===== config.mk =====
export PLATFORM = sky130hd
export DESIGN_NAME = phys_regfile
export DESIGN_NICKNAME = d
export VERILOG_FILES = /design/src/hdl/core_sizes_pkg.sv /design/src/hdl/phys_regfile.sv
export SDC_FILE = /design/constraint.sdc
export NUM_CORES = 2
export LEC_CHECK = 0
export BUFFER_PORTS_ARGS = -buffer_cell sky130_fd_sc_hd__buf_2
export CAP_MARGIN = 0
export CORE_MARGIN = 1.5
export CORE_UTILIZATION = 45
export DETAILED_ROUTE_END_ITERATION = 7
export HOLD_SLACK_MARGIN = 0.1
export MAX_ROUTING_LAYER = met4
export PLACE_DENSITY = 0.7
export SYNTH_ARGS = -nofsm -noshare
export SYNTH_HDL_FRONTEND = slang
export SYNTH_SLANG_ARGS = --single-unit

===== constraint.sdc =====
create_clock -name clock -period 5.4 [get_ports clock]
set_input_delay 1.08 -clock clock [delete_from_list [all_inputs] [get_ports clock]]
set_output_delay 1.08 -clock clock [all_outputs]
set_load 0.01 [all_outputs]

===== src/hdl/core_sizes_pkg.sv =====
`default_nettype none

package core_sizes_pkg;

  // Register value
  localparam int data_width = 32;
  typedef logic [data_width-1:0] data_t;

  // Architectural registers, r0 always reads zero
  localparam int arch_regs = 16;
  typedef logic [$clog2(arch_regs)-1:0] arch_idx_t;

  // Physical registers
  localparam int phys_regs = 32;  // p0 is the permanent zero register
  typedef logic [$clog2(phys_regs)-1:0] phys_idx_t;

  // Reorder buffer slot, bounds rob_depth to 8
  typedef logic [2:0] rob_idx_t;

endpackage

`default_nettype wire


===== src/hdl/phys_regfile.sv =====
`timescale 1ns/1ps
`default_nettype none

module phys_regfile (
  input  logic                      clock,
  input  logic                      reset,
  input  core_sizes_pkg::phys_idx_t read_a,
  input  core_sizes_pkg::phys_idx_t read_b,
  input  core_sizes_pkg::phys_idx_t read_c,
  input  logic                      alu_valid,
  input  core_sizes_pkg::phys_idx_t alu_tag,
  input  core_sizes_pkg::data_t     alu_value,
  input  logic                      mul_valid,
  input  core_sizes_pkg::phys_idx_t mul_tag,
  input  core_sizes_pkg::data_t     mul_value,
  output core_sizes_pkg::data_t     value_a,
  output core_sizes_pkg::data_t     value_b,
  output core_sizes_pkg::data_t     value_c
);

  import core_sizes_pkg::*;

  data_t regs [phys_regs];

  // Same-cycle write bypass, p0 stays zero
  function automatic data_t read_port(input phys_idx_t tag);
    data_t value;
    if (tag == '0)
      value = '0;
    else if (alu_valid && alu_tag == tag)
      value = alu_value;
    else if (mul_valid && mul_tag == tag)
      value = mul_value;
    else
      value = regs[tag];
    return value;
  endfunction

  always_comb
  begin
    value_a = read_port(read_a);
    value_b = read_port(read_b);
    value_c = read_port(read_c);  // Commit data
  end

  always_ff @(posedge clock)
  begin
    if (reset)
    begin
      for (int i = 0; i < phys_regs; i++)
        regs[i] <= '0;  // Architectural state starts at zero
    end
    else
    begin
      if (alu_valid && alu_tag != '0)
        regs[alu_tag] <= alu_value;
      if (mul_valid && mul_tag != '0)
        regs[mul_tag] <= mul_value;
    end
  end

endmodule

`default_nettype wire


==> results.yml <==
critical_path:
  endpoint_kind: "primary output"
  max_stage_delay_ps: 770
  crit_chain: "buf_8 -> nand3b_1 -> buf_4 -> o221ai_1 -> a221oi_1 -> nor4_1 -> buf_4 -> a221o_1 -> buf_2"
  crit_type: "in2out"
  crit_arrival_ps: 4450
  worst-path-stages: 9
  cp_max_fo: 40
  cpMostUsedCell: "buf_4"
  critPathLaunchType: "input pin"
  critPathSlowestCell: "nand3b_1"
  crit_family: "simple AND/OR/NAND/NOR gates"
  path_buf_inv: 4
  worstSetupStartpoint: "read_c[1]"
  cp-endpoint: "value_c[6]"
  required_ps: 4320
final_layout:
  multi_input_area_um2: 35000
  fin_util: 0.508
  area_growth_pct: 11.5
  finalNonFillerCells: 6888
  layout-drive-gt1-share: 0.349
  max_flop_register: "regs"
  largest_registers: "regs (1024)"
  fin_nets: 4862
  final_common_cell: "a22o_1"
  mostFrequentLayoutCells: "a22o_1, edfxtp_1, mux4_2, buf_4, mux2_2"
  largest_reg_flops: 1024
  fillerInstances: 12500
  seq_area_um2: 30700
place:
  dp_cells: 6677
  portBuffers: 188
  routabilityCongestion: 1.02
  dpl.hpwl_um: 192000
floorplan:
  die_w_um: 393
  pin_count: 189
  num_rows: 142
  initial_utilization: 0.455
  die_h_um: 393
  dieArea_um2: 154000
  core-area_um2: 150000
yosys:
  yosysSeqAreaShare: 0.449
  synth_top_area_frac: 0.449
  syn_avg_cell_area_um2: 14.0
  synthTopCellsByArea: "edfxtp_1, mux4_2, a22o_1"
  netlist_area_um2: 68400
  synth_seq_cells: 1024
  postSynthCellCount: 4879
  synth_edf_count: 1024
  yosys_warnings: 0
  synth_top_cell_by_area: "edfxtp_1"
  synth.distinct_cells: 54
  async_flop_share: 0
  synth-main-ff-cell: "edfxtp_1"
pwr:
  p_sw_frac: 0.291
  combPwrFrac: 0.193
  power.density_nw_per_um2: 281
  intPower_mw: 15.2
  power.switching_mw: 6.25
  seq_power_share: 0.447
  power_frac_clock: 0.360
  ir_worst_vdd_uv: 312
  p_leak_nw: 26.1
clock_network:
  cts_resized: 0
  cts_root_buffer: "clkbuf_16"
  cts_buffers: 106
  cts-hold-fix-buffers: 0
  clk_path_buf_depth: 3
  cts_tree: "done"
  clk_pin_slew_ps: 70
  cts_setup_buffers: 0
  htree_levels: 3
  cts_sinks: 1024
grt:
  track_usage: 0.412
  gr-total-overflow: 0
  grt_pass1_wl_um: 429000
  grt_max_degree: 51
  grt_pass1_vias: 55100
  antenna_found_initial: 16
route:
  drt_iter0_drc: 11500
  ant_nets: 0
  dr_total_vias: 57600
  drc_errors: 0
  viasPerCell: 8.36
  firstDrtPassIters: 7
  wl_per_cell_um: 45.8
  totalWireLength_um: 315000
status:
  status: "complete, but fails checks"
  violations: "setup timing"
timing:
  post-route-min-period_ps: 5530
  hold_viol_final: 0
  slew_headroom: 0.164
  tightest_slew_ps: 1240
  fmax_mhz: 181
  setup_viol: 1
  setup_ws_ps: -135
  rsz0062_at_grt: "false"
  drv_slew: 0
  min_period_over_period: 1.02
run:
  max_cap_violations: 0
min_path:
  hold_path_class: "in2reg"
[final cells by class]
type / instances / share of cell area
Clock inverter: 71 / 0.0100
Timing Repair Buffer: 561 / 0.0587
Tap cell: 2016 / 0.0331
Sequential cell: 1024 / 0.403
Inverter: 6 / 0.000295
Antenna cell: 17 / 0.000558
Multi-Input combinational cell: 3070 / 0.458
Clock buffer: 123 / 0.0359
[synthesized netlist by cell type, drive strengths merged (10+ instances only)]
cell type  number
and3           63
mux2          241
mux4          585
xnor2          18
xor2           12
a221oi        150
nand2         100
nor3           34
or3            16
nor3b          11
o21ai          10
a221o          96
nor4           93
o211a          30
buf           305
edfxtp       1024
clkbuf        505
a211oi         36
a22oi          63
nor2           68
a22o         1025
o221ai         93
mux2i         226
[cells by family (layout without fill, tap and decap cells)]
group | count (synthesis) | count (layout) | share of synthesized area
flip-flops | 1024 | 1024 | 0.449
buffers and inverters | 816 | 761 | 0.0509
XOR/XNOR | 30 | 30 | 0.00384
multiplexers | 1052 | 1052 | 0.265
other | 1 | 49 | 0.0000548
AO/OA/AOI/OAI | 1524 | 1524 | 0.197
AND/OR/NAND/NOR | 432 | 432 | 0.0339
[routing by layer]
layer  share of wire  vias to the layer above  GRT usage  wire [um]
met3            0.18                     1694      0.185      55600
met5               0                        -          -          0
met1            0.32                    28600      0.477     101000
met4           0.092                        0      0.302      29100
li1                -                    20800          -          -
met2            0.41                     6479      0.561     130000
[how the worst min path moves through the flow]
stage	cells past startpoint	endpoint	start
2_1_floorplan	1	regs[31][29]$_DFFE_PP_	mul_value[29]
3_3_place_gp	1	regs[0][17]$_DFFE_PP_	reset
3_5_place_dp	1	regs[0][17]$_DFFE_PP_	reset
4_1_cts	1	regs[0][14]$_DFFE_PP_	reset
5_1_grt	1	regs[0][14]$_DFFE_PP_	reset
6_report	1	regs[0][16]$_DFFE_PP_	reset
[power groups by stage]
stage / logic (mW) / registers [mW] / clock network (mW)
final: 4.13 / 9.59 / 7.73
after detailed placement: 3.92 / 9.73 / 0
after CTS: 3.93 / 9.56 / 7.66
after global placement: 3.89 / 9.68 / 0
after global routing: 4.15 / 9.63 / 7.93
after floorplan: 2.46 / 9.61 / 0
[per-stage QoR]
stage	TNS [ps]	cell area, um^2	power (mW)	hold WS (ps)	setup slack, ps
6_report	-135	76300	21.5	861	-135
5_1_grt	0	76300	21.7	857	78.9
4_1_cts	0	76200	21.2	821	259
3_5_place_dp	0	72700	13.6	1600	271
3_3_place_gp	0	72700	13.6	1590	176
2_1_floorplan	0	68500	12.1	1290	687
Note: power is estimated with default switching activity, not from simulation.
