<file path="src/hdl/core_sizes_pkg.sv">
`default_nettype none

package core_sizes_pkg;

  // Register value
  localparam int data_width = 32;
  typedef logic [data_width-1:0] data_t;

  // Architectural registers, r0 always reads zero
  localparam int arch_regs = 16;
  typedef logic [$clog2(arch_regs)-1:0] arch_idx_t;

  // Physical registers
  localparam int phys_regs = 32;  // p0 is the permanent zero register
  typedef logic [$clog2(phys_regs)-1:0] phys_idx_t;

  // Reorder buffer slot, bounds rob_depth to 8
  typedef logic [2:0] rob_idx_t;

endpackage

`default_nettype wire

</file>
<file path="src/hdl/isa_pkg.sv">
`default_nettype none

package isa_pkg;

  typedef enum logic [3:0] {
    op_add = 4'd0,
    op_sub = 4'd1,
    op_and = 4'd2,
    op_or  = 4'd3,
    op_xor = 4'd4,
    op_shl = 4'd5,
    op_mul = 4'd6,
    op_ldi = 4'd7
  } opcode_t;

  // opcode | dest | src_a | src_b | imm
  typedef logic [23:0] inst_t;

  localparam int opcode_lsb = 20;
  localparam int dest_lsb   = 16;
  localparam int src_a_lsb  = 12;
  localparam int src_b_lsb  = 8;
  localparam int imm_lsb    = 0;

  // Single-cycle lane result, multiply has its own pipeline
  function automatic core_sizes_pkg::data_t alu_result(
    input opcode_t               op,
    input core_sizes_pkg::data_t a,
    input core_sizes_pkg::data_t b,
    input logic [7:0]            imm
  );
    core_sizes_pkg::data_t result;
    case (op)
      op_add:  result = a + b;
      op_sub:  result = a - b;
      op_and:  result = a & b;
      op_or:   result = a | b;
      op_xor:  result = a ^ b;
      op_shl:  result = a << b[4:0];
      op_ldi:  result = core_sizes_pkg::data_t'(imm);  // Zero-extended
      default: result = '0;
    endcase
    return result;
  endfunction

endpackage

`default_nettype wire

</file>
<file path="src/hdl/exec_unit.sv">
`timescale 1ns/1ps
`default_nettype none

module exec_unit #(
  parameter int mul_stages = 3
) (
  input  logic                      clock,
  input  logic                      reset,
  input  logic                      issue_valid,
  input  isa_pkg::opcode_t          issue_op,
  input  logic [7:0]                issue_imm,
  input  core_sizes_pkg::data_t     value_a,
  input  core_sizes_pkg::data_t     value_b,
  input  core_sizes_pkg::phys_idx_t issue_dest,
  input  core_sizes_pkg::rob_idx_t  issue_rob,
  output logic                      alu_valid,
  output core_sizes_pkg::phys_idx_t alu_tag,
  output core_sizes_pkg::data_t     alu_value,
  output core_sizes_pkg::rob_idx_t  alu_rob,
  output logic                      mul_valid,
  output core_sizes_pkg::phys_idx_t mul_tag,
  output core_sizes_pkg::data_t     mul_value,
  output core_sizes_pkg::rob_idx_t  mul_rob
);

  import core_sizes_pkg::*;
  import isa_pkg::*;

  logic                  is_mul;
  logic [mul_stages-1:0] mv;
  phys_idx_t             mtag [mul_stages];
  rob_idx_t              mrob [mul_stages];
  data_t                 mval [mul_stages];

  assign is_mul = (issue_op == op_mul);

  always_ff @(posedge clock)
  begin
    if (reset)
    begin
      alu_valid <= 1'b0;
      mv        <= '0;
    end
    else
    begin
      alu_valid <= issue_valid && !is_mul;
      mv[0]     <= issue_valid && is_mul;
      for (int i = 1; i < mul_stages; i++)
        mv[i] <= mv[i-1];
    end
  end

  always_ff @(posedge clock)
  begin
    if (issue_valid && !is_mul)
    begin
      alu_tag   <= issue_dest;
      alu_rob   <= issue_rob;
      alu_value <= alu_result(issue_op, value_a, value_b, issue_imm);
    end
    mtag[0] <= issue_dest;
    mrob[0] <= issue_rob;
    mval[0] <= value_a * value_b;  // Low 32 bits of the product
    for (int i = 1; i < mul_stages; i++)
    begin
      mtag[i] <= mtag[i-1];
      mrob[i] <= mrob[i-1];
      mval[i] <= mval[i-1];
    end
  end

  assign mul_valid = mv[mul_stages-1];
  assign mul_tag   = mtag[mul_stages-1];
  assign mul_rob   = mrob[mul_stages-1];
  assign mul_value = mval[mul_stages-1];

endmodule

`default_nettype wire

</file>
<file path="config.mk">
export PLATFORM = sky130hd
export DESIGN_NAME = exec_unit
export DESIGN_NICKNAME = d
export VERILOG_FILES = /design/src/hdl/core_sizes_pkg.sv /design/src/hdl/isa_pkg.sv /design/src/hdl/exec_unit.sv
export SDC_FILE = /design/constraint.sdc
export NUM_CORES = 2
export LEC_CHECK = 0
export ABC_AREA = 1
export BUFFER_PORTS_ARGS = -buffer_cell sky130_fd_sc_hd__buf_2
export CAP_MARGIN = 20
export CORE_MARGIN = 2
export CORE_UTILIZATION = 40
export CTS_CLUSTER_DIAMETER = 40
export CTS_CLUSTER_SIZE = 24
export DETAILED_ROUTE_END_ITERATION = 16
export GPL_TIMING_DRIVEN = 1
export HOLD_SLACK_MARGIN = 0.06
export RECOVER_POWER = 100
export SLEW_MARGIN = 15
export SYNTH_ARGS = -nofsm -noshare
export SYNTH_HDL_FRONTEND = slang
export SYNTH_SLANG_ARGS = --single-unit
</file>
<file path="constraint.sdc">
create_clock -name clock -period 6.5 [get_ports clock]
set_input_delay 0.65 -clock clock [delete_from_list [all_inputs] [get_ports clock]]
set_output_delay 0.65 -clock clock [all_outputs]
set_load 0.01 [all_outputs]
</file>
==> results.txt <==
Avg Cell Area, Syn: 7.51 µm²
Initial antenna violation count: 6
#FFs+latches synth: 164
Post-synthesis cell type count: 53
Reg2reg end: mv[1]$_SDFF_PP0_
Max-Cap Viols: 0
Hold Startpoint: issue_dest[1]
CP Launch Type: input port
Remaining DRCs: 0
Vias in the first global route: 23.6k
Dpl hpwl: 72.6 mm
Pre-CTS setup slack: -0.347 ns
Clk slew on worst S/H paths: 0.08 ns
Final #Nets: 4567
Largest net degree at the start of global routing: 45
Die ar.: 0.0686 mm²
Cts-stage hold buffer count: 0
DR vias: 23.0k
CTS root buffer: clkbuf_16
Post-synth top flop: dfxtp_1
Post-synth EDFFs: 40
Final setup margin: 0.211 ns
Iteration-0 DRC Markers: 1745
Vias per cell: 4.86
Die Ht: 262 µm
Worst clock skew: 0.0128 ns
CP max FO: 16
Status: finished, final reports clean
Fin. Hold Viols: 0
Reg2Reg Setup Slack: 6.02 ns
Setup TNS: 0 ns
CTS buffer count: 17
Clk Latency, worst-skew pair: 0.47 ns
First-pass GRT wire length: 131 mm
Seq/Total Area, Yosys: 0.139
Slew headroom: 0.0599
Worst Reg-to-Reg Cells: 2
Gate Count Post-Synth: 3540
Core area: 0.0657 mm²
Synth async-reset ratio: 0
Worst hold-check path type: input port to flip-flop
Reg2Reg Launch Point: mv[0]$_SDFF_PP0_
Row count: 94
Most frequent cells in the layout: 950 x nand2_1, 900 x inv_1, 409 x fa_1
Htree depth: 4
Global-route usage over all layers: 0.255
Max clock buf depth: 2
Synthesized area: 0.0266 mm²
Final hold slack: 0.292 ns
Routed Antenna Nets: 0
Fin crit period: 6.29 ns
Finish-stage setup viols: 0
Syn Nets: 4256
I/O pin total: 169
Hold depth: 1
Type of element capturing the critical path: flip-flop
WL final: 83.9 mm
Max Fclk: 159 MHz
Die Wd: 262 µm
Critical path class: input port to flip-flop
CTS tree: done
WHS Endpoint: mtag[0][1]$_DFF_P_
Total congestion overflow: 0
Most common cell after layout, fill and taps aside: nand2_1
Area grow syn2layout: 16.1%
Leading area contributor after synthesis: fa_1
Data required, critical path: 6.92 ns
RSZ-0062 raised after global routing: false
Clock sink count: 164
Worst-Margin Slew: 1.40 ns
Share of cells above drive strength 1: 0.121
Share of the synthesized area in the top cell type: 0.308
Wire per inst: 17.7 µm
Initial Util: 0.404
Ranking of synthesized cells by area: fa_1 31%, nand2_1 13%, inv_1 13%
Critical path arrival: 6.71 ns
IO buf count: 168
GPL Wtd Cong: 0.997
Synth warn: 0
DR pass1 iterations: 5
Slew Limit Fails: 0
Final period utilization: 0.968
[metal layers]
layer	vias up	share of wire	global-route usage
met4	2	0.047	0.117
met2	786	0.45	0.408
met1	11000	0.42	0.329
met5	-	0.00012	0
li1	11100	-	-
met3	174	0.077	0.0579
[stage by stage]
stage / std cells / area [µm²] / util
after floorplan: 3540 / 26700 / -
after global placement: 4695 / 30300 / 0.461
after detailed placement: 4695 / 30300 / 0.461
after CTS: 4727 / 30900 / 0.471
after global routing: 4733 / 30900 / 0.470
final: 4733 / 30900 / 0.470
[registers in the layout, summed over array words and instances (netlist names)]
name,flops
alu_value,32
mval,96
alu_tag,5
mv,3
alu_rob,3
mrob,9
alu_valid,1
mtag,15
[cells in the mapped netlist (6+ instances only)]
master,number
nand2_1,952
inv_1,901
fa_1,409
ha_1,220
o21ai_0,129
dfxtp_1,124
nor2_1,117
nand3_1,104
a21oi_1,96
clkbuf_1,73
xor2_1,54
buf_4,41
buf_2,40
edfxtp_1,40
buf_1,33
nor3_1,19
a221oi_1,18
o211ai_1,18
xnor2_1,17
a21o_1,11
nand4_1,11
o21a_1,10
o22ai_1,9
nand3b_1,8
a31oi_1,7
mux2i_1,7
o21bai_1,7
o221ai_1,6
or2_2,6
[logic make-up after synthesis]
group,after synthesis,synth area share
flops,164,0.139
mux,7,0.00264
buf+inv,1100,0.164
fa+ha+maj,629,0.411
xor+xnor,71,0.0234
compound gates,339,0.0756
simple gates,1230,0.184
[area by class of cell]
class | count | area, µm²
timing repair buffer | 482 | 3440
sequential | 164 | 3680
multi-input combinational | 2276 | 18600
inverter | 910 | 3420
clock inverter | 15 | 185
antenna | 5 | 12.5
fill | 6682 | 34900
tap | 864 | 1080
clock buffer | 17 | 425
[timing repair]
item                                    in CTS  in global routing
endpoints found under the setup margin       0                 12
resized for setup                            0                 19
setup buffers                                0                  0
[worst max-delay path by stage]
stage | end | start | slack [ns]
finish | mval[0][31]$_DFF_P_ | value_a[14] | 0.21
global route | mval[0][31]$_DFF_P_ | value_b[8] | 0.002
CTS | mval[0][26]$_DFF_P_ | value_b[7] | 0.16
detailed placement | mval[0][28]$_DFF_P_ | value_b[7] | -0.35
global placement | mval[0][27]$_DFF_P_ | value_b[9] | -0.33
floorplan | mval[0][31]$_DFF_P_ | value_b[2] | -0.03
[worst max-delay path, cell delays in order]
cell and delay, ns:
clkbuf_4 0.24, ha_1 0.29, fa_1 0.55, inv_1 0.06, fa_1 0.46, fa_1 0.48
inv_1 0.06, fa_1 0.50, inv_1 0.05, fa_1 0.57, fa_1 0.44, fa_1 0.46
fa_1 0.59, inv_1 0.10, ha_4 0.24, a21o_1 0.20, a21oi_1 0.13, o21bai_1 0.08
a221oi_1 0.22, nand2_1 0.14, inv_1 0.07, nand3_1 0.06, nand2_1 0.05
Power is not shown: default switching activity piles up to over one toggle a cycle in this logic, so the estimate is an artifact.
