File: src/hdl/core_sizes_pkg.sv
`default_nettype none

package core_sizes_pkg;

  // Register value
  localparam int data_width = 32;
  typedef logic [data_width-1:0] data_t;

  // Architectural registers, r0 always reads zero
  localparam int arch_regs = 16;
  typedef logic [$clog2(arch_regs)-1:0] arch_idx_t;

  // Physical registers
  localparam int phys_regs = 32;  // p0 is the permanent zero register
  typedef logic [$clog2(phys_regs)-1:0] phys_idx_t;

  // Reorder buffer slot, bounds rob_depth to 8
  typedef logic [2:0] rob_idx_t;

endpackage

`default_nettype wire

File: src/hdl/reorder_buffer.sv
`timescale 1ns/1ps
`default_nettype none

module reorder_buffer #(
  parameter int rob_depth = 8
) (
  input  logic                      clock,
  input  logic                      reset,
  input  logic                      dispatch,
  input  core_sizes_pkg::arch_idx_t dest,
  input  core_sizes_pkg::phys_idx_t new_tag,
  input  core_sizes_pkg::phys_idx_t old_tag,
  input  logic                      alu_valid,
  input  core_sizes_pkg::rob_idx_t  alu_rob,
  input  logic                      mul_valid,
  input  core_sizes_pkg::rob_idx_t  mul_rob,
  output logic                      rob_full,
  output core_sizes_pkg::rob_idx_t  alloc_idx,
  output logic                      commit_valid,
  output core_sizes_pkg::arch_idx_t commit_reg,
  output logic                      commit_wr_en,
  output core_sizes_pkg::phys_idx_t commit_tag,
  output logic                      free_valid,
  output core_sizes_pkg::phys_idx_t free_tag
);

  import core_sizes_pkg::*;

  localparam int       cnt_w = $clog2(rob_depth + 1);
  localparam rob_idx_t last  = rob_idx_t'(rob_depth - 1);

  arch_idx_t            dest_q [rob_depth];
  phys_idx_t            new_q  [rob_depth];
  phys_idx_t            old_q  [rob_depth];
  logic [rob_depth-1:0] done;
  rob_idx_t             head;
  rob_idx_t             tail;
  logic [cnt_w-1:0]     count;
  logic                 retire;

  assign retire       = (count != '0) && done[head];
  assign commit_valid = retire;
  assign commit_reg   = dest_q[head];
  assign commit_wr_en = retire && (dest_q[head] != '0);
  assign commit_tag   = new_q[head];
  assign free_valid   = retire && (old_q[head] != '0);  // Previous mapping is dead now
  assign free_tag     = old_q[head];
  assign alloc_idx    = tail;
  assign rob_full     = (count == cnt_w'(rob_depth));

  always_ff @(posedge clock)
  begin
    if (reset)
    begin
      head  <= '0;
      tail  <= '0;
      count <= '0;
      done  <= '0;
    end
    else
    begin
      if (dispatch)
      begin
        done[tail] <= 1'b0;
        tail       <= (tail == last) ? '0 : tail + 1'b1;
      end
      if (alu_valid)
        done[alu_rob] <= 1'b1;
      if (mul_valid)
        done[mul_rob] <= 1'b1;
      if (retire)
        head <= (head == last) ? '0 : head + 1'b1;
      count <= count + cnt_w'(dispatch) - cnt_w'(retire);
    end
  end

  always_ff @(posedge clock)
  begin
    if (dispatch)
    begin
      dest_q[tail] <= dest;
      new_q[tail]  <= new_tag;
      old_q[tail]  <= old_tag;
    end
  end

endmodule

`default_nettype wire

File: config.mk
export PLATFORM = sky130hd
export DESIGN_NAME = reorder_buffer
export DESIGN_NICKNAME = d
export VERILOG_FILES = /design/src/hdl/core_sizes_pkg.sv /design/src/hdl/reorder_buffer.sv
export SDC_FILE = /design/constraint.sdc
export NUM_CORES = 1
export LEC_CHECK = 0
export ABC_AREA = 1
export BUFFER_PORTS_ARGS = -buffer_cell sky130_fd_sc_hd__clkbuf_2
export CAP_MARGIN = 40
export CORE_MARGIN = 4
export CORE_UTILIZATION = 54
export CTS_BUF_LIST = sky130_fd_sc_hd__clkbuf_16
export DETAILED_ROUTE_END_ITERATION = 8
export PLACE_DENSITY = 0.81
export SYNTH_ARGS = -nofsm -noshare
export SYNTH_HDL_FRONTEND = slang
export SYNTH_SLANG_ARGS = --single-unit
export TNS_END_PERCENT = 10
File: constraint.sdc
create_clock -name clock -period 2.17 [get_ports clock]
set_clock_uncertainty 0.1 [all_clocks]
set_input_delay 0.217 -clock clock [delete_from_list [all_inputs] [get_ports clock]]
set_output_delay 0.217 -clock clock [all_outputs]
set_load 0.02 [all_outputs]
==> flow_metrics.env <==
export IMPL_ant_nets=0
export IMPL_cts_max_level=4
export IMPL_netlist_area_leader_share_pct=58.3
export IMPL_die_width_um=111
export IMPL_io_buffers=45
export IMPL_r2r_setup_slack_ns=0.07
export IMPL_status="finished, violations left"
export IMPL_r2r_end="count[1]"
export IMPL_place_ws_ns=-0.0362
export IMPL_clock_sinks=133
export IMPL_crit_slowest_cell="dfxtp_4"
export IMPL_setup_violations=1
export IMPL_grt_busiest_layer="met2"
export IMPL_critPathCaptureType="output pin"
export IMPL_dieHeight_um=111
export IMPL_vias=4422
export IMPL_max_cap_violations=0
export IMPL_design_core_area_um2=10400
export IMPL_ios=46
export IMPL_fin_crit_ns=2.19
export IMPL_placementRows=37
export IMPL_drive_above_1_share_pct=22.1
export IMPL_antenna_cells=0
export IMPL_ff2ff_path_depth=10
export IMPL_timing_critical_path_mode_cell="nor2_1"
export IMPL_start_kind="flop"
export IMPL_grt_use_met1_pct=26.3
export IMPL_path_clk_slew_ns=0.06
export IMPL_fmax_mhz=456
export IMPL_nets=677
export IMPL_post_route_period_util_pct=101
export IMPL_crit_buf_inv=3
export IMPL_yosys_cell_types_count=31
export IMPL_whs_endpoint="old_q[4][3]"
export IMPL_met2_usage_pct=38.5
export IMPL_wl_per_cell_um=17.8
export IMPL_grt_usage_pct=22.3
export IMPL_netlist_area_um2=5770
export IMPL_dp_hpwl_mm=7.44
export IMPL_die_area_um2=12400
export IMPL_fill_cells=689
export IMPL_area_delta_synth_final_pct=26.9
export IMPL_clock_latency_ns=0.41
export IMPL_power_density_nw_per_um2=1260
export IMPL_synth_nets=593
export IMPL_yosysWarningCount=0
export IMPL_hold_viol_final=0
export IMPL_dp_cells=731
export IMPL_via_per_inst=5.59
export IMPL_grt_max_degree=27
export IMPL_postSynthAreaPerCell_um2=10.3
export IMPL_critPathArrivalTime_ns=1.87
export IMPL_tightest_slew_ns=0.544
export IMPL_overflow=0
export IMPL_grtUsageMet3_pct=5.22
export IMPL_clock_path_buffers=2
export IMPL_dr_pass1_iters=5
export IMPL_cp_max_fo=8
export IMPL_seq_area_frac_synth_pct=65.5
export IMPL_path_class="flop to output pin"
export IMPL_synth_cells=558
export IMPL_holdCritPathClass="input port to flop"
export IMPL_root_buffer="clkbuf_16"
export IMPL_p_leak_nw=3.07
export IMPL_synth_area_top_cells="edfxtp_1 (58%), dfxtp_1 (7.3%), nand2_1 (6.7%)"
export IMPL_ir_drop_v=0.000840
export IMPL_grt_pass1_vias=4394
export IMPL_timing_rr_start="head[0]"
export IMPL_drt_iter0_markers=373
export IMPL_setup_slack_ns=-0.0211
export IMPL_cts_tree="yes"
export IMPL_gp_congestion=0.828
export IMPL_synth_seq_cells=133
export IMPL_antenna_found_initial=0
export IMPL_cts_buffers=17
export IMPL_wl_mm=14.1
export IMPL_min_from="old_tag[3]"
export IMPL_instances_no_fill=791
export IMPL_cp_cell_sequence="buf_12 -> buf_16 -> nor2_1 -> nor2_1 -> o21ai_1 -> nand3_1 -> nand2_2 -> nand2_1 -> nor2_1 -> nor2_1 -> buf_4"
export IMPL_drcViolationCount=0
export IMPL_cpLargestDelayFamily="simple AND/OR/NAND/NOR gates"
export IMPL_required_ns=1.85
export IMPL_yosys_area_top_type="edfxtp_1"
export IMPL_slew_headroom_pct=63.7
export IMPL_grt_pass1_wl_mm=21.3
export IMPL_slowest_delay_ns=0.39
export IMPL_violations="setup timing"
export IMPL_rsz0062_at_grt="true"
export IMPL_initial_core_util_pct=55.7
export IMPL_min_path_cells=1
export IMPL_slew_viol_final=0
## per-layer routing
layer	vias to the layer above	part of all wire, %
li1	2042	-
met1	2079	36
met2	247	51
met3	54	9.3
met4	0	3.5
met5	-	0
## power breakdown
group | switching [mW] | internal [mW] | total, mW
Combinational | 1.80 | 1.25 | 3.05
Sequential | 0.115 | 2.91 | 3.03
Clock | 1.10 | 2.05 | 3.15
## timing repair
item / in CTS / in global routing
gates cloned: 4 / 1
pin swaps: 12 / 15
hold buffers: 14 / 0
buffers inserted: 5 / 4
setup endpoints to repair: 7 / 11
resized for setup: 32 / 42
endpoints found under the hold margin: 108 / 0
## area by class of cell
| class | instances | area [um^2] | area share, % |
|---|---|---|---|
| inverters | 79 | 307 | 4.19 |
| flip-flops and latches | 133 | 3790 | 51.8 |
| repair buffers | 88 | 771 | 10.5 |
| clock buffers | 17 | 425 | 5.81 |
| multi-input cells | 323 | 1630 | 22.3 |
| clock inverters | 15 | 226 | 3.09 |
| well taps | 136 | 170 | 2.32 |
## logic make-up after synthesis
logic type,Yosys count,share of synthesized area [%]
DFF,133,65.5
adders and majority gates,10,2.30
AOI/OAI and AO/OA,77,7.17
and+or+nand+nor,235,16.9
xor gates and xnor gates,1,0.152
buffers and inverters,102,7.91
## synthesized netlist by cell type
cell type,n
nor3b_1,1
or2_0,1
buf_4,3
nor4_1,2
buf_6,7
dfxtp_1,21
o211ai_1,1
nor2_1,72
o22ai_1,13
o21ai_1,19
buf_2,8
nor3_1,5
edfxtp_1,112
ha_1,9
or2_1,1
inv_2,4
o21ai_0,34
a21oi_1,7
buf_1,1
nor2_2,2
o21ai_2,2
xnor2_1,1
nand3_2,1
inv_1,75
o21a_1,1
clkbuf_1,4
fa_1,1
nand3_1,43
nand4_1,3
nand2_2,1
nand2_1,103
## through the flow
step | setup TNS, ns | utilization (%) | hold WS (ns) | instance area (um^2) | total power [mW]
after floorplan | 0 | - | 0.186 | 5770 | 4.71
after global placement | 0 | 59.1 | 0.386 | 6130 | 5.19
after detailed placement | -0.0362 | 59.1 | 0.393 | 6130 | 5.30
after CTS | -0.0134 | 69.2 | 0.00841 | 7170 | 8.91
after global routing | -0.372 | 70.6 | 0.0279 | 7320 | 9.67
final | -0.0211 | 70.6 | 0.0369 | 7320 | 9.23
## worst reg2reg max path: cells and delay by family (launching register included)
kind | cells | cell delay [ns]
compound gates | 1 | 0.24
flops | 1 | 0.38
simple gates | 5 | 0.51
buf+inv | 2 | 0.10
fa+ha+maj | 2 | 0.73
## state kept, by name, summed over array words and instances (netlist names), named ones only
name / cells
alloc_idx: 3
dest_q: 32
done: 8
old_q: 40
new_q: 40
count: 4
head: 3
## worst max-delay path by stage
stage                        from            to  depth (start not counted)
after detailed placement  head[0]      count[2]                         11
after CTS                    flop  commit_wr_en                         11
after global routing         flop    free_valid                         11
final                        flop    free_valid                         11
after global placement    head[0]      count[2]                         11
after floorplan           head[0]      count[2]                         12
## placed cells by master, fill, tap and decap left out, drive strengths merged
cell type    count
o21a             1
or2              2
bufinv           5
nor4             2
a21oi            7
nor3             5
dfxtp           21
dlygate4sd3     14
fa               1
edfxtp         112
nor3b            1
clkbuf          53
o22ai           13
clkinv           6
o21ai           55
o211ai           1
nand3           44
nand2          104
nor2            74
nand4            3
inv             83
buf             38
ha               9
xnor2            1
No activity file was read; power rests on OpenSTA's default activity.
