--- src/hdl/core_sizes_pkg.sv ---
`default_nettype none

package core_sizes_pkg;

  // Register value
  localparam int data_width = 32;
  typedef logic [data_width-1:0] data_t;

  // Architectural registers, r0 always reads zero
  localparam int arch_regs = 16;
  typedef logic [$clog2(arch_regs)-1:0] arch_idx_t;

  // Physical registers
  localparam int phys_regs = 32;  // p0 is the permanent zero register
  typedef logic [$clog2(phys_regs)-1:0] phys_idx_t;

  // Reorder buffer slot, bounds rob_depth to 8
  typedef logic [2:0] rob_idx_t;

endpackage

`default_nettype wire

--- src/hdl/isa_pkg.sv ---
`default_nettype none

package isa_pkg;

  typedef enum logic [3:0] {
    op_add = 4'd0,
    op_sub = 4'd1,
    op_and = 4'd2,
    op_or  = 4'd3,
    op_xor = 4'd4,
    op_shl = 4'd5,
    op_mul = 4'd6,
    op_ldi = 4'd7
  } opcode_t;

  // opcode | dest | src_a | src_b | imm
  typedef logic [23:0] inst_t;

  localparam int opcode_lsb = 20;
  localparam int dest_lsb   = 16;
  localparam int src_a_lsb  = 12;
  localparam int src_b_lsb  = 8;
  localparam int imm_lsb    = 0;

  // Single-cycle lane result, multiply has its own pipeline
  function automatic core_sizes_pkg::data_t alu_result(
    input opcode_t               op,
    input core_sizes_pkg::data_t a,
    input core_sizes_pkg::data_t b,
    input logic [7:0]            imm
  );
    core_sizes_pkg::data_t result;
    case (op)
      op_add:  result = a + b;
      op_sub:  result = a - b;
      op_and:  result = a & b;
      op_or:   result = a | b;
      op_xor:  result = a ^ b;
      op_shl:  result = a << b[4:0];
      op_ldi:  result = core_sizes_pkg::data_t'(imm);  // Zero-extended
      default: result = '0;
    endcase
    return result;
  endfunction

endpackage

`default_nettype wire

--- src/hdl/issue_queue.sv ---
`timescale 1ns/1ps
`default_nettype none

module issue_queue #(
  parameter int rs_depth = 4
) (
  input  logic                      clock,
  input  logic                      reset,
  input  logic                      dispatch,
  input  isa_pkg::opcode_t          opcode,
  input  logic [7:0]                imm,
  input  core_sizes_pkg::phys_idx_t tag_a,
  input  core_sizes_pkg::phys_idx_t tag_b,
  input  logic                      ready_a,
  input  logic                      ready_b,
  input  core_sizes_pkg::phys_idx_t dest_tag,
  input  core_sizes_pkg::rob_idx_t  rob_idx,
  input  logic                      alu_valid,
  input  core_sizes_pkg::phys_idx_t alu_tag,
  input  logic                      mul_valid,
  input  core_sizes_pkg::phys_idx_t mul_tag,
  output logic                      rs_full,
  output logic                      issue_valid,
  output isa_pkg::opcode_t          issue_op,
  output logic [7:0]                issue_imm,
  output core_sizes_pkg::phys_idx_t issue_tag_a,
  output core_sizes_pkg::phys_idx_t issue_tag_b,
  output core_sizes_pkg::phys_idx_t issue_dest,
  output core_sizes_pkg::rob_idx_t  issue_rob
);

  import core_sizes_pkg::*;
  import isa_pkg::*;

  localparam int idx_w = (rs_depth > 1) ? $clog2(rs_depth) : 1;

  logic [rs_depth-1:0] valid;
  logic [rs_depth-1:0] rdy_a;
  logic [rs_depth-1:0] rdy_b;
  opcode_t             op_q    [rs_depth];
  logic [7:0]          imm_q   [rs_depth];
  phys_idx_t           src_a_q [rs_depth];
  phys_idx_t           src_b_q [rs_depth];
  phys_idx_t           dest_q  [rs_depth];
  rob_idx_t            rob_q   [rs_depth];
  logic [idx_w-1:0]    age     [rs_depth];  // Number of older live entries
  logic                grant;
  logic [idx_w-1:0]    grant_idx;
  logic [idx_w-1:0]    slot_idx;
  logic [idx_w-1:0]    live;

  //////////////////////////////////////////////////
  // Free slot, occupancy and oldest-ready select
  always_comb
  begin
    grant     = 1'b0;
    grant_idx = '0;
    slot_idx  = '0;
    live      = '0;  // Wraps only when full, then nothing dispatches
    for (int i = rs_depth - 1; i >= 0; i--)
    begin
      if (!valid[i])
        slot_idx = idx_w'(i);
      else
        live = live + 1'b1;
    end
    for (int i = 0; i < rs_depth; i++)
    begin
      if (valid[i] && rdy_a[i] && rdy_b[i] && (!grant || age[i] < age[grant_idx]))
      begin
        grant     = 1'b1;
        grant_idx = idx_w'(i);
      end
    end
  end

  assign rs_full = &valid;

  always_ff @(posedge clock)
  begin
    if (reset)
    begin
      valid       <= '0;
      issue_valid <= 1'b0;
    end
    else
    begin
      issue_valid <= grant;
      if (grant)
        valid[grant_idx] <= 1'b0;
      if (dispatch)
        valid[slot_idx] <= 1'b1;
    end
  end

  //////////////////////////////////////////////////
  // Entry payload, wakeup and the issue register
  always_ff @(posedge clock)
  begin
    for (int i = 0; i < rs_depth; i++)
    begin
      if ((alu_valid && src_a_q[i] == alu_tag) || (mul_valid && src_a_q[i] == mul_tag))
        rdy_a[i] <= 1'b1;
      if ((alu_valid && src_b_q[i] == alu_tag) || (mul_valid && src_b_q[i] == mul_tag))
        rdy_b[i] <= 1'b1;
      if (grant && age[i] > age[grant_idx])
        age[i] <= age[i] - 1'b1;  // Close the gap behind the granted one
    end
    if (dispatch)
    begin
      op_q[slot_idx]    <= opcode;
      imm_q[slot_idx]   <= imm;
      src_a_q[slot_idx] <= tag_a;
      src_b_q[slot_idx] <= tag_b;
      rdy_a[slot_idx]   <= ready_a;
      rdy_b[slot_idx]   <= ready_b;
      dest_q[slot_idx]  <= dest_tag;
      rob_q[slot_idx]   <= rob_idx;
      age[slot_idx]     <= live - idx_w'(grant);  // Youngest
    end
    if (grant)
    begin
      issue_op    <= op_q[grant_idx];
      issue_imm   <= imm_q[grant_idx];
      issue_tag_a <= src_a_q[grant_idx];
      issue_tag_b <= src_b_q[grant_idx];
      issue_dest  <= dest_q[grant_idx];
      issue_rob   <= rob_q[grant_idx];
    end
  end

endmodule

`default_nettype wire

--- config.mk ---
export PLATFORM = sky130hd
export DESIGN_NAME = issue_queue
export DESIGN_NICKNAME = d
export VERILOG_FILES = /design/src/hdl/core_sizes_pkg.sv /design/src/hdl/isa_pkg.sv /design/src/hdl/issue_queue.sv
export SDC_FILE = /design/constraint.sdc
export NUM_CORES = 1
export LEC_CHECK = 0
export ABC_CLOCK_PERIOD_IN_PS = 6390
export BUFFER_PORTS_ARGS = -buffer_cell sky130_fd_sc_hd__buf_2
export CAP_MARGIN = 20
export CORE_MARGIN = 2
export CORE_UTILIZATION = 31
export DETAILED_ROUTE_END_ITERATION = 8
export MAX_ROUTING_LAYER = met4
export PLACE_DENSITY = 0.45
export RECOVER_POWER = 50
export SYNTH_ARGS = -nofsm -noshare
export SYNTH_HDL_FRONTEND = slang
export SYNTH_SLANG_ARGS = --single-unit
--- constraint.sdc ---
create_clock -name clock -period 6.39 [get_ports clock]
set_input_delay 0.639 -clock clock [delete_from_list [all_inputs] [get_ports clock]]
set_output_delay 0.639 -clock clock [all_outputs]
set_load 0.005 [all_outputs]
==> results of run 1 <==
-- cell type report --
| class | instances | area [um2] | share of cell area [%] |
|---|---|---|---|
| multi-input combinational | 374 | 2561 | 28.47 |
| inverter | 15 | 56.30 | 0.6258 |
| sequential | 171 | 5005 | 55.63 |
| clock inverter | 13 | 130.1 | 1.446 |
| timing repair buffer | 89 | 406.6 | 4.520 |
| tap | 324 | 405.4 | 4.506 |
| clock buffer | 19 | 432.9 | 4.812 |
-- routing by layer --
layer | vias to the layer above | GRT usage, % | wire length, um
met1 | 2540 | 21.88 | 9453
met3 | 14 | 3.039 | 956
met5 | - | - | 0
met2 | 136 | 26.67 | 10020
li1 | 2392 | - | -
met4 | 0 | 4.988 | 252
-- sequential cells by signal (all words and copies together) (netlist names), 8 cells and up --
| signal | flops |
|---|---|
| rob_q | 12 |
| issue_imm | 8 |
| op_q | 16 |
| src_b_q | 20 |
| src_a_q | 20 |
| age | 8 |
| dest_q | 20 |
| imm_q | 32 |
-- worst max path at each step --
stage / startpoint / end / slack (ps)
floorplan: age[0][1] / age[1][0] / 950
global placement: age[0][1] / age[1][0] / 1050
detailed placement: age[0][1] / age[1][0] / 870
CTS: age[0][1] / age[1][0] / 830
global route: age[0][1] / age[1][0] / 290
finish: age[0][1] / age[1][0] / 800
-- logic make-up after synthesis --
kind of cell | after synthesis | share of synthesized area (%)
compound gates | 120 | 11.03
xor+xnor | 87 | 9.816
fa+ha+maj | 11 | 1.773
buf+inv | 49 | 2.917
flops | 171 | 64.47
mux | 6 | 0.7898
simple gates | 150 | 9.204
-- critical path: cells and delay by family, from the launching register on --
| family | cells | cell delay [ps] |
|---|---|---|
| AO/OA/AOI/OAI | 10 | 1900 |
| adder cells (fa/ha/maj) | 4 | 1170 |
| multiplexers | 2 | 690 |
| AND/OR/NAND/NOR | 4 | 600 |
| buffers and inverters | 3 | 470 |
| flip-flops | 1 | 450 |
-- power groups by stage --
stage / sequential [mW] / combinational (mW) / clock, mW
6_report: 1.38 / 0.370 / 1.01
4_1_cts: 1.38 / 0.381 / 1.02
3_5_place_dp: 1.40 / 0.379 / 0
5_1_grt: 1.38 / 0.417 / 1.07
3_3_place_gp: 1.40 / 0.374 / 0
2_1_floorplan: 1.38 / 0.247 / 0
-- metrics by stage --
step | total power [mW] | cells | hold WS, ps | utilization (%) | cell area (um2)
2_1_floorplan | 1.627 | 594 | 477.6 | - | 7762
3_3_place_gp | 1.772 | 973 | 529.1 | 34.76 | 8502
3_5_place_dp | 1.779 | 973 | 531.8 | 34.76 | 8502
4_1_cts | 2.782 | 1005 | 399.7 | 37.06 | 9065
5_1_grt | 2.873 | 1005 | 456.4 | 36.78 | 8997
6_report | 2.752 | 1005 | 460.7 | 36.78 | 8997
-- synth_stat cells, types with 3 or more instances --
cell type	count	share of area, %
nor4_1	16	1.3
inv_1	15	0.73
and3_1	5	0.40
o21ai_0	7	0.45
o21ai_1	3	0.19
a31oi_1	16	1.3
buf_6	4	0.58
clkbuf_1	20	0.97
buf_2	6	0.39
nor2_1	25	1.2
o2111ai_1	4	0.45
xor2_1	65	7.3
ha_1	11	1.8
nor3_1	3	0.19
mux2i_1	5	0.64
dfxtp_1	13	3.4
a21oi_1	43	2.8
nand3_1	51	3.3
o211ai_1	4	0.39
nand2_1	42	2.0
a221o_1	30	3.9
xnor2_1	22	2.5
edfxtp_1	158	61
==> load_flow_metrics.sql, run 1 <==
INSERT INTO impl_metrics (metric_group, metric, value, unit) VALUES
('run_status', 'result_of_the_run', 'finished with violations', ''),
('run_status', 'violations_in_the_final_reports', 'capacitance limit, slew limit', ''),
('worst_setup_path', 'critical_path.reg2reg.endpoint', 'age[1][0]', ''),
('placed_design', 'dpl.hpwl', '13510', 'um'),
('worst_setup_path', 'worst_path_largest_cell_delay', '480', 'ps'),
('flow_run', 'max_cap_viol_count', '1', ''),
('placed_design', 'dpl_worst_slack', '870.7', 'ps'),
('pwr', 'netSwitchingPower', '0.7429', 'mW'),
('clock_network', 'clock_buffer_depth', '2', ''),
('worst_hold_path', 'hold_class', 'in2reg', ''),
('final_layout', 'final_common_cell', 'edfxtp_1', ''),
('sta', 'peak_clock_frequency_supported_by_timing', '178.7', 'MHz'),
('sta', 'finalWorstPathRequiredPeriod', '5595', 'ps'),
('yosys', 'synth.ff_latch_count', '171', ''),
('sta', 'final-hold-violation-count', '0', ''),
('pwr', 'netSwitchingFraction', '27.00', '%'),
('worst_setup_path', 'critPathCaptureType', 'flip-flop', ''),
('detailed_routing', 'drt-total-wl', '20680', 'um'),
('final_layout', 'final_nets', '726', ''),
('final_layout', 'n_antenna_cell', '0', ''),
('final_layout', 'layout_common_cells', 'edfxtp_1 (158), xor2_1 (65), clkbuf_1 (53)', ''),
('pwr', 'combPwrFrac', '13.4', '%'),
('worst_setup_path', 'cp_data_required_time', '6520', 'ps'),
('clock_network', 'hold_buffers', '0', ''),
('pwr', 'power.ir.vdd_worst', '130.3', 'uV'),
('sta', 'slew_violations', '31', ''),
('sta', 'grt_setup_unrepaired', 'no', ''),
('yosys', 'synthesis.nets', '652', ''),
('yosys', 'async_set_or_reset_flop_fraction_in_the_synthesized_netlist', '0', '%'),
('clock_network', 'cts_num_sinks', '171', ''),
('sta', 'timing.slew.headroom', '-47.41', '%'),
('clock_network', 'clk_transition_reported_paths', '60', 'ps'),
('worst_setup_path', 'timing.critical_path.cells', 'inv_1 -> ha_1 -> a21o_1 -> a21oi_4 -> mux2_2 -> inv_1 -> ha_1 -> nor2_1 -> a41oi_1 -> o41ai_1 -> o21ai_4 -> buf_4 -> o21ai_0 -> ha_1 -> a21oi_1 -> o21bai_1 -> nor2_4 -> mux2i_1 -> ha_1 -> nor3_1 -> o21bai_1 -> o2111ai_1 -> nand4_1', ''),
('detailed_routing', 'avgRoutedWirePerCell', '20.58', 'um'),
('floorplanning', 'die_width', '162.2', 'um'),
('worst_setup_path', 'crit_path_max_fanout', '21', ''),
('yosys', 'yosysWarnings', '0', ''),
('worst_hold_path', 'hold_path_startpoint', 'reset', ''),
('global_routing', 'grt.total_usage', '16.72', '%'),
('worst_setup_path', 'start_kind', 'flip-flop', ''),
('pwr', 'share_seq_of_total_power', '50.0', '%'),
('clock_network', 'cts.repair.resized', '0', ''),
('clock_network', 'clock_tree.htree_level_count', '4', ''),
('placed_design', 'place.port_buffers', '78', ''),
('global_routing', 'largest_net_degree_at_the_start_of_global_routing', '62', ''),
('worst_setup_path', 'worst_r2r_path_depth', '23', ''),
('detailed_routing', 'routed-via-count', '5082', ''),
('global_routing', 'number_of_global_route_vias_before_repair', '5214', ''),
('floorplanning', 'design.portCount', '79', ''),
('sta', 'worstMarginPinSlew', '2211', 'ps'),
('clock_network', 'cts_root_buf', 'clkbuf_16', ''),
('floorplanning', 'core_region_area', '0.02446', 'mm2'),
('yosys', 'synth_enable_flop_cells', '158', ''),
('global_routing', 'grt_antenna_before_repair', '0', ''),
('floorplanning', 'dieHeight', '162.2', 'um'),
('final_layout', 'fill_cell_instance_count_of_the_final_layout', '2355', ''),
('worst_setup_path', 'worst-r2r-setup-slack', '800', 'ps'),
('worst_setup_path', 'cp_data_arrival_time', '5720', 'ps'),
('yosys', 'seq_area_frac_synth', '64.47', '%'),
('worst_hold_path', 'whs_path_depth', '2', ''),
('final_layout', 'drive_above_1_share', '11.16', '%'),
('yosys', 'synthDistinctLibCells', '45', ''),
('yosys', 'synth_area', '0.007762', 'mm2'),
('clock_network', 'tritoncts.num_buffers', '17', ''),
('sta', 'tns', '0', 'ps'),
('detailed_routing', 'drcViolationCount', '0', ''),
('floorplanning', 'floorplan.initialDensity', '31.73', '%'),
('global_routing', 'grt_pass1_wl', '31610', 'um'),
('sta', 'final_critical_path_setup_slack', '795.5', 'ps'),
('worst_hold_path', 'hold-path-endpoint', 'valid[0]', ''),
('detailed_routing', 'first_pass_iters', '5', '');
No activity file was read; power rests on OpenSTA's default activity.
==> inputs of run 2 (changes only) <==
--- a/config.mk
+++ b/config.mk
@@ -14,6 +14,7 @@
 export MAX_ROUTING_LAYER = met4
 export PLACE_DENSITY = 0.45
 export RECOVER_POWER = 50
+export REMOVE_ABC_BUFFERS = 1
 export SYNTH_ARGS = -nofsm -noshare
 export SYNTH_HDL_FRONTEND = slang
 export SYNTH_SLANG_ARGS = --single-unit
==> run 2 against run 1 <==
Compared with the run above:
- the flow now finishes without violations
- first-iteration DRC count shrank 28%
- non-clock buffer count fell by 1
- cell area rose by 0.56%
- clock skew increased by 2.8 ps
- sequential cell count unchanged
- die area unchanged
- combinational power about the same
- final cell count about the same
- clock power up 5%
- global-route usage fell by 0.16 points
- setup slack better by 190 ps
- worst hold slack improved by 11 ps
==> load_flow_metrics.sql, run 2 (same netlist as run 1, synthesis figures left out) <==
INSERT INTO impl_metrics (metric_group, metric, value, unit) VALUES
('final_layout', 'n_antenna_cell', '0', ''),
('sta', 'period_share', '84.62', '%'),
('final_layout', 'fill_cell_instance_count_of_the_final_layout', '2363', ''),
('floorplanning', 'design.portCount', '79', ''),
('final_layout', 'largest-register', 'imm_q', ''),
('final_layout', 'final_common_cell', 'edfxtp_1', ''),
('worst_setup_path', 'crit_path_max_fanout', '15', ''),
('floorplanning', 'placement_rows', '57', ''),
('floorplanning', 'core_region_area', '0.02446', 'mm2'),
('clock_network', 'clk-insertion-delay-late', '420', 'ps'),
('global_routing', 'grt_pass1_wl', '31570', 'um'),
('worst_setup_path', 'critPathCaptureType', 'flip-flop', ''),
('run_status', 'result_of_the_run', 'finished, final reports clean', ''),
('sta', 'slew_violations', '0', ''),
('clock_network', 'tritoncts.num_buffers', '17', ''),
('placed_design', 'postPlaceCellArea', '0.008494', 'mm2'),
('floorplanning', 'die_width', '162.2', 'um'),
('clock_network', 'clock_tree.htree_level_count', '4', ''),
('placed_design', 'gp_routability_congestion', '0.8394', ''),
('final_layout', 'drive_above_1_share', '12.65', '%'),
('floorplanning', 'die_area', '0.02632', 'mm2'),
('final_layout', 'largest_reg_flops', '32', ''),
('sta', 'timing.final.setup_violations', '0', ''),
('pwr', 'power.ir.vdd_worst', '150.3', 'uV'),
('clock_network', 'hold_buffers', '0', ''),
('final_layout', 'area_delta_synth_final', '16.55', '%'),
('detailed_routing', 'route.detailed.vias_per_inst', '5.008', ''),
('clock_network', 'cts_tree', 'built', ''),
('clock_network', 'clock_buffer_depth', '2', ''),
('worst_setup_path', 'start_kind', 'flip-flop', ''),
('global_routing', 'grt_antenna_before_repair', '0', ''),
('pwr', 'cellLeakagePower', '3.076', 'nW'),
('clock_network', 'cts.repair.resized', '0', ''),
('worst_hold_path', 'hold_class', 'in2reg', ''),
('flow_run', 'max_cap_viol_count', '0', ''),
('clock_network', 'clk_transition_reported_paths', '70', 'ps'),
('clock_network', 'post-cts-setup-buffers', '0', ''),
('global_routing', 'largest_net_degree_at_the_start_of_global_routing', '62', ''),
('global_routing', 'grt.total_usage', '16.56', '%'),
('final_layout', 'final_cells', '1004', ''),
('final_layout', 'layout_common_cells', 'edfxtp_1 (158), xor2_1 (65), nand3_1 (51)', ''),
('global_routing', 'grt_overflow_total', '0', ''),
('sta', 'grt_setup_unrepaired', 'no', ''),
('final_layout', 'final_nets', '725', ''),
('sta', 'final-hold-violation-count', '0', ''),
('final_layout', 'finalInstanceArea', '0.009047', 'mm2'),
('detailed_routing', 'first_pass_iters', '5', ''),
('sta', 'hold_slack', '471.2', 'ps'),
('detailed_routing', 'avgRoutedWirePerCell', '20.56', 'um'),
('worst_setup_path', 'cp_data_arrival_time', '5530', 'ps'),
('placed_design', 'dpl.hpwl', '13310', 'um'),
('sta', 'finalWorstPathRequiredPeriod', '5407', 'ps'),
('detailed_routing', 'drt-total-wl', '20640', 'um'),
('clock_network', 'cts_root_buf', 'clkbuf_16', ''),
('sta', 'timing.slew.headroom', '50.81', '%'),
('sta', 'peak_clock_frequency_supported_by_timing', '184.9', 'MHz'),
('detailed_routing', 'drcViolationCount', '0', ''),
('pwr', 'power-per-cell-area', '310.6', 'mW/mm2'),
('sta', 'final.setup_skew', '11.11', 'ps'),
('worst_setup_path', 'cp_data_required_time', '6510', 'ps'),
('global_routing', 'number_of_global_route_vias_before_repair', '5158', ''),
('placed_design', 'place.port_buffers', '78', ''),
('worst_setup_path', 'criticalPathCategory', 'reg2reg', ''),
('sta', 'worstMarginPinSlew', '737.9', 'ps'),
('placed_design', 'numPlacedInstances', '972', ''),
('floorplanning', 'dieHeight', '162.2', 'um'),
('detailed_routing', 'routed-via-count', '5028', ''),
('detailed_routing', 'ant_nets', '0', ''),
('detailed_routing', 'drt-initial-drc-count', '323', ''),
('floorplanning', 'floorplan.initialDensity', '31.73', '%'),
('clock_network', 'cts_num_sinks', '171', '');
## run 2: worst paths after layout
| kind | cells past startpoint | slack, ps | to | start |
|---|---|---|---|---|
| hold / removal | 2 | 470 | valid[2] | reset |
| hold reg to reg | 1 | 550 | issue_imm[1] | imm_q[3][1] |
| setup reg to reg | 22 | 980 | age[1][1] | age[0][1] |
| setup / recovery | 22 | 980 | age[1][1] | age[0][1] |
## run 2: final cells by class
class                   count  area, um2  area share [%]
repair buffers             88      411.6           4.550
clock buffers              17      425.4           4.702
well taps                 324      405.4           4.481
multi-input cells         374       2561           28.31
flip-flops and latches    171       5005           55.32
clock inverters            15      182.7           2.019
inverters                  15      56.30          0.6223
## run 2: routing by layer
metal | track usage, % | vias up | wire length, um
li1 | - | 2395 | -
met3 | 3.039 | 19 | 739
met5 | - | - | 0
met1 | 22.12 | 2506 | 9867
met4 | 5.270 | 0 | 318
met2 | 25.69 | 108 | 9714
## run 2: metrics by stage
stage | worst slack (ps) | total power [mW] | utilization (%) | setup TNS (ps)
CTS | 977.2 | 2.846 | 37.21 | 0
global placement | 1079 | 1.778 | 34.72 | 0
global route | 523.3 | 2.940 | 36.99 | 0
finish | 982.8 | 2.810 | 36.99 | 0
floorplan | -1329 | 1.612 | - | -19080
detailed placement | 1025 | 1.779 | 34.72 | 0
## run 2: worst max-delay path, stage by stage (launching register included)
cell and delay [ps]:
edfxtp_1 470, inv_1 90, ha_1 300, a21o_1 190, a21oi_4 160, mux2_2 370, inv_1 80, ha_1 200
nor2_1 50, a41oi_1 210, o41ai_1 160, o21ai_4 380, o21ai_0 150, ha_1 340, a21oi_1 70, o21bai_1 490
nor2_4 90, mux2i_1 330, ha_1 320, nor3_1 230, o21bai_1 140, o2111ai_1 110, nand4_1 160
## run 2: where the power goes
group          switching (mW)  total (mW)  internal (mW)
registers              0.0559        1.38           1.32
logic                   0.230       0.371          0.141
clock network           0.470        1.06          0.592
total                   0.757        2.81           2.05
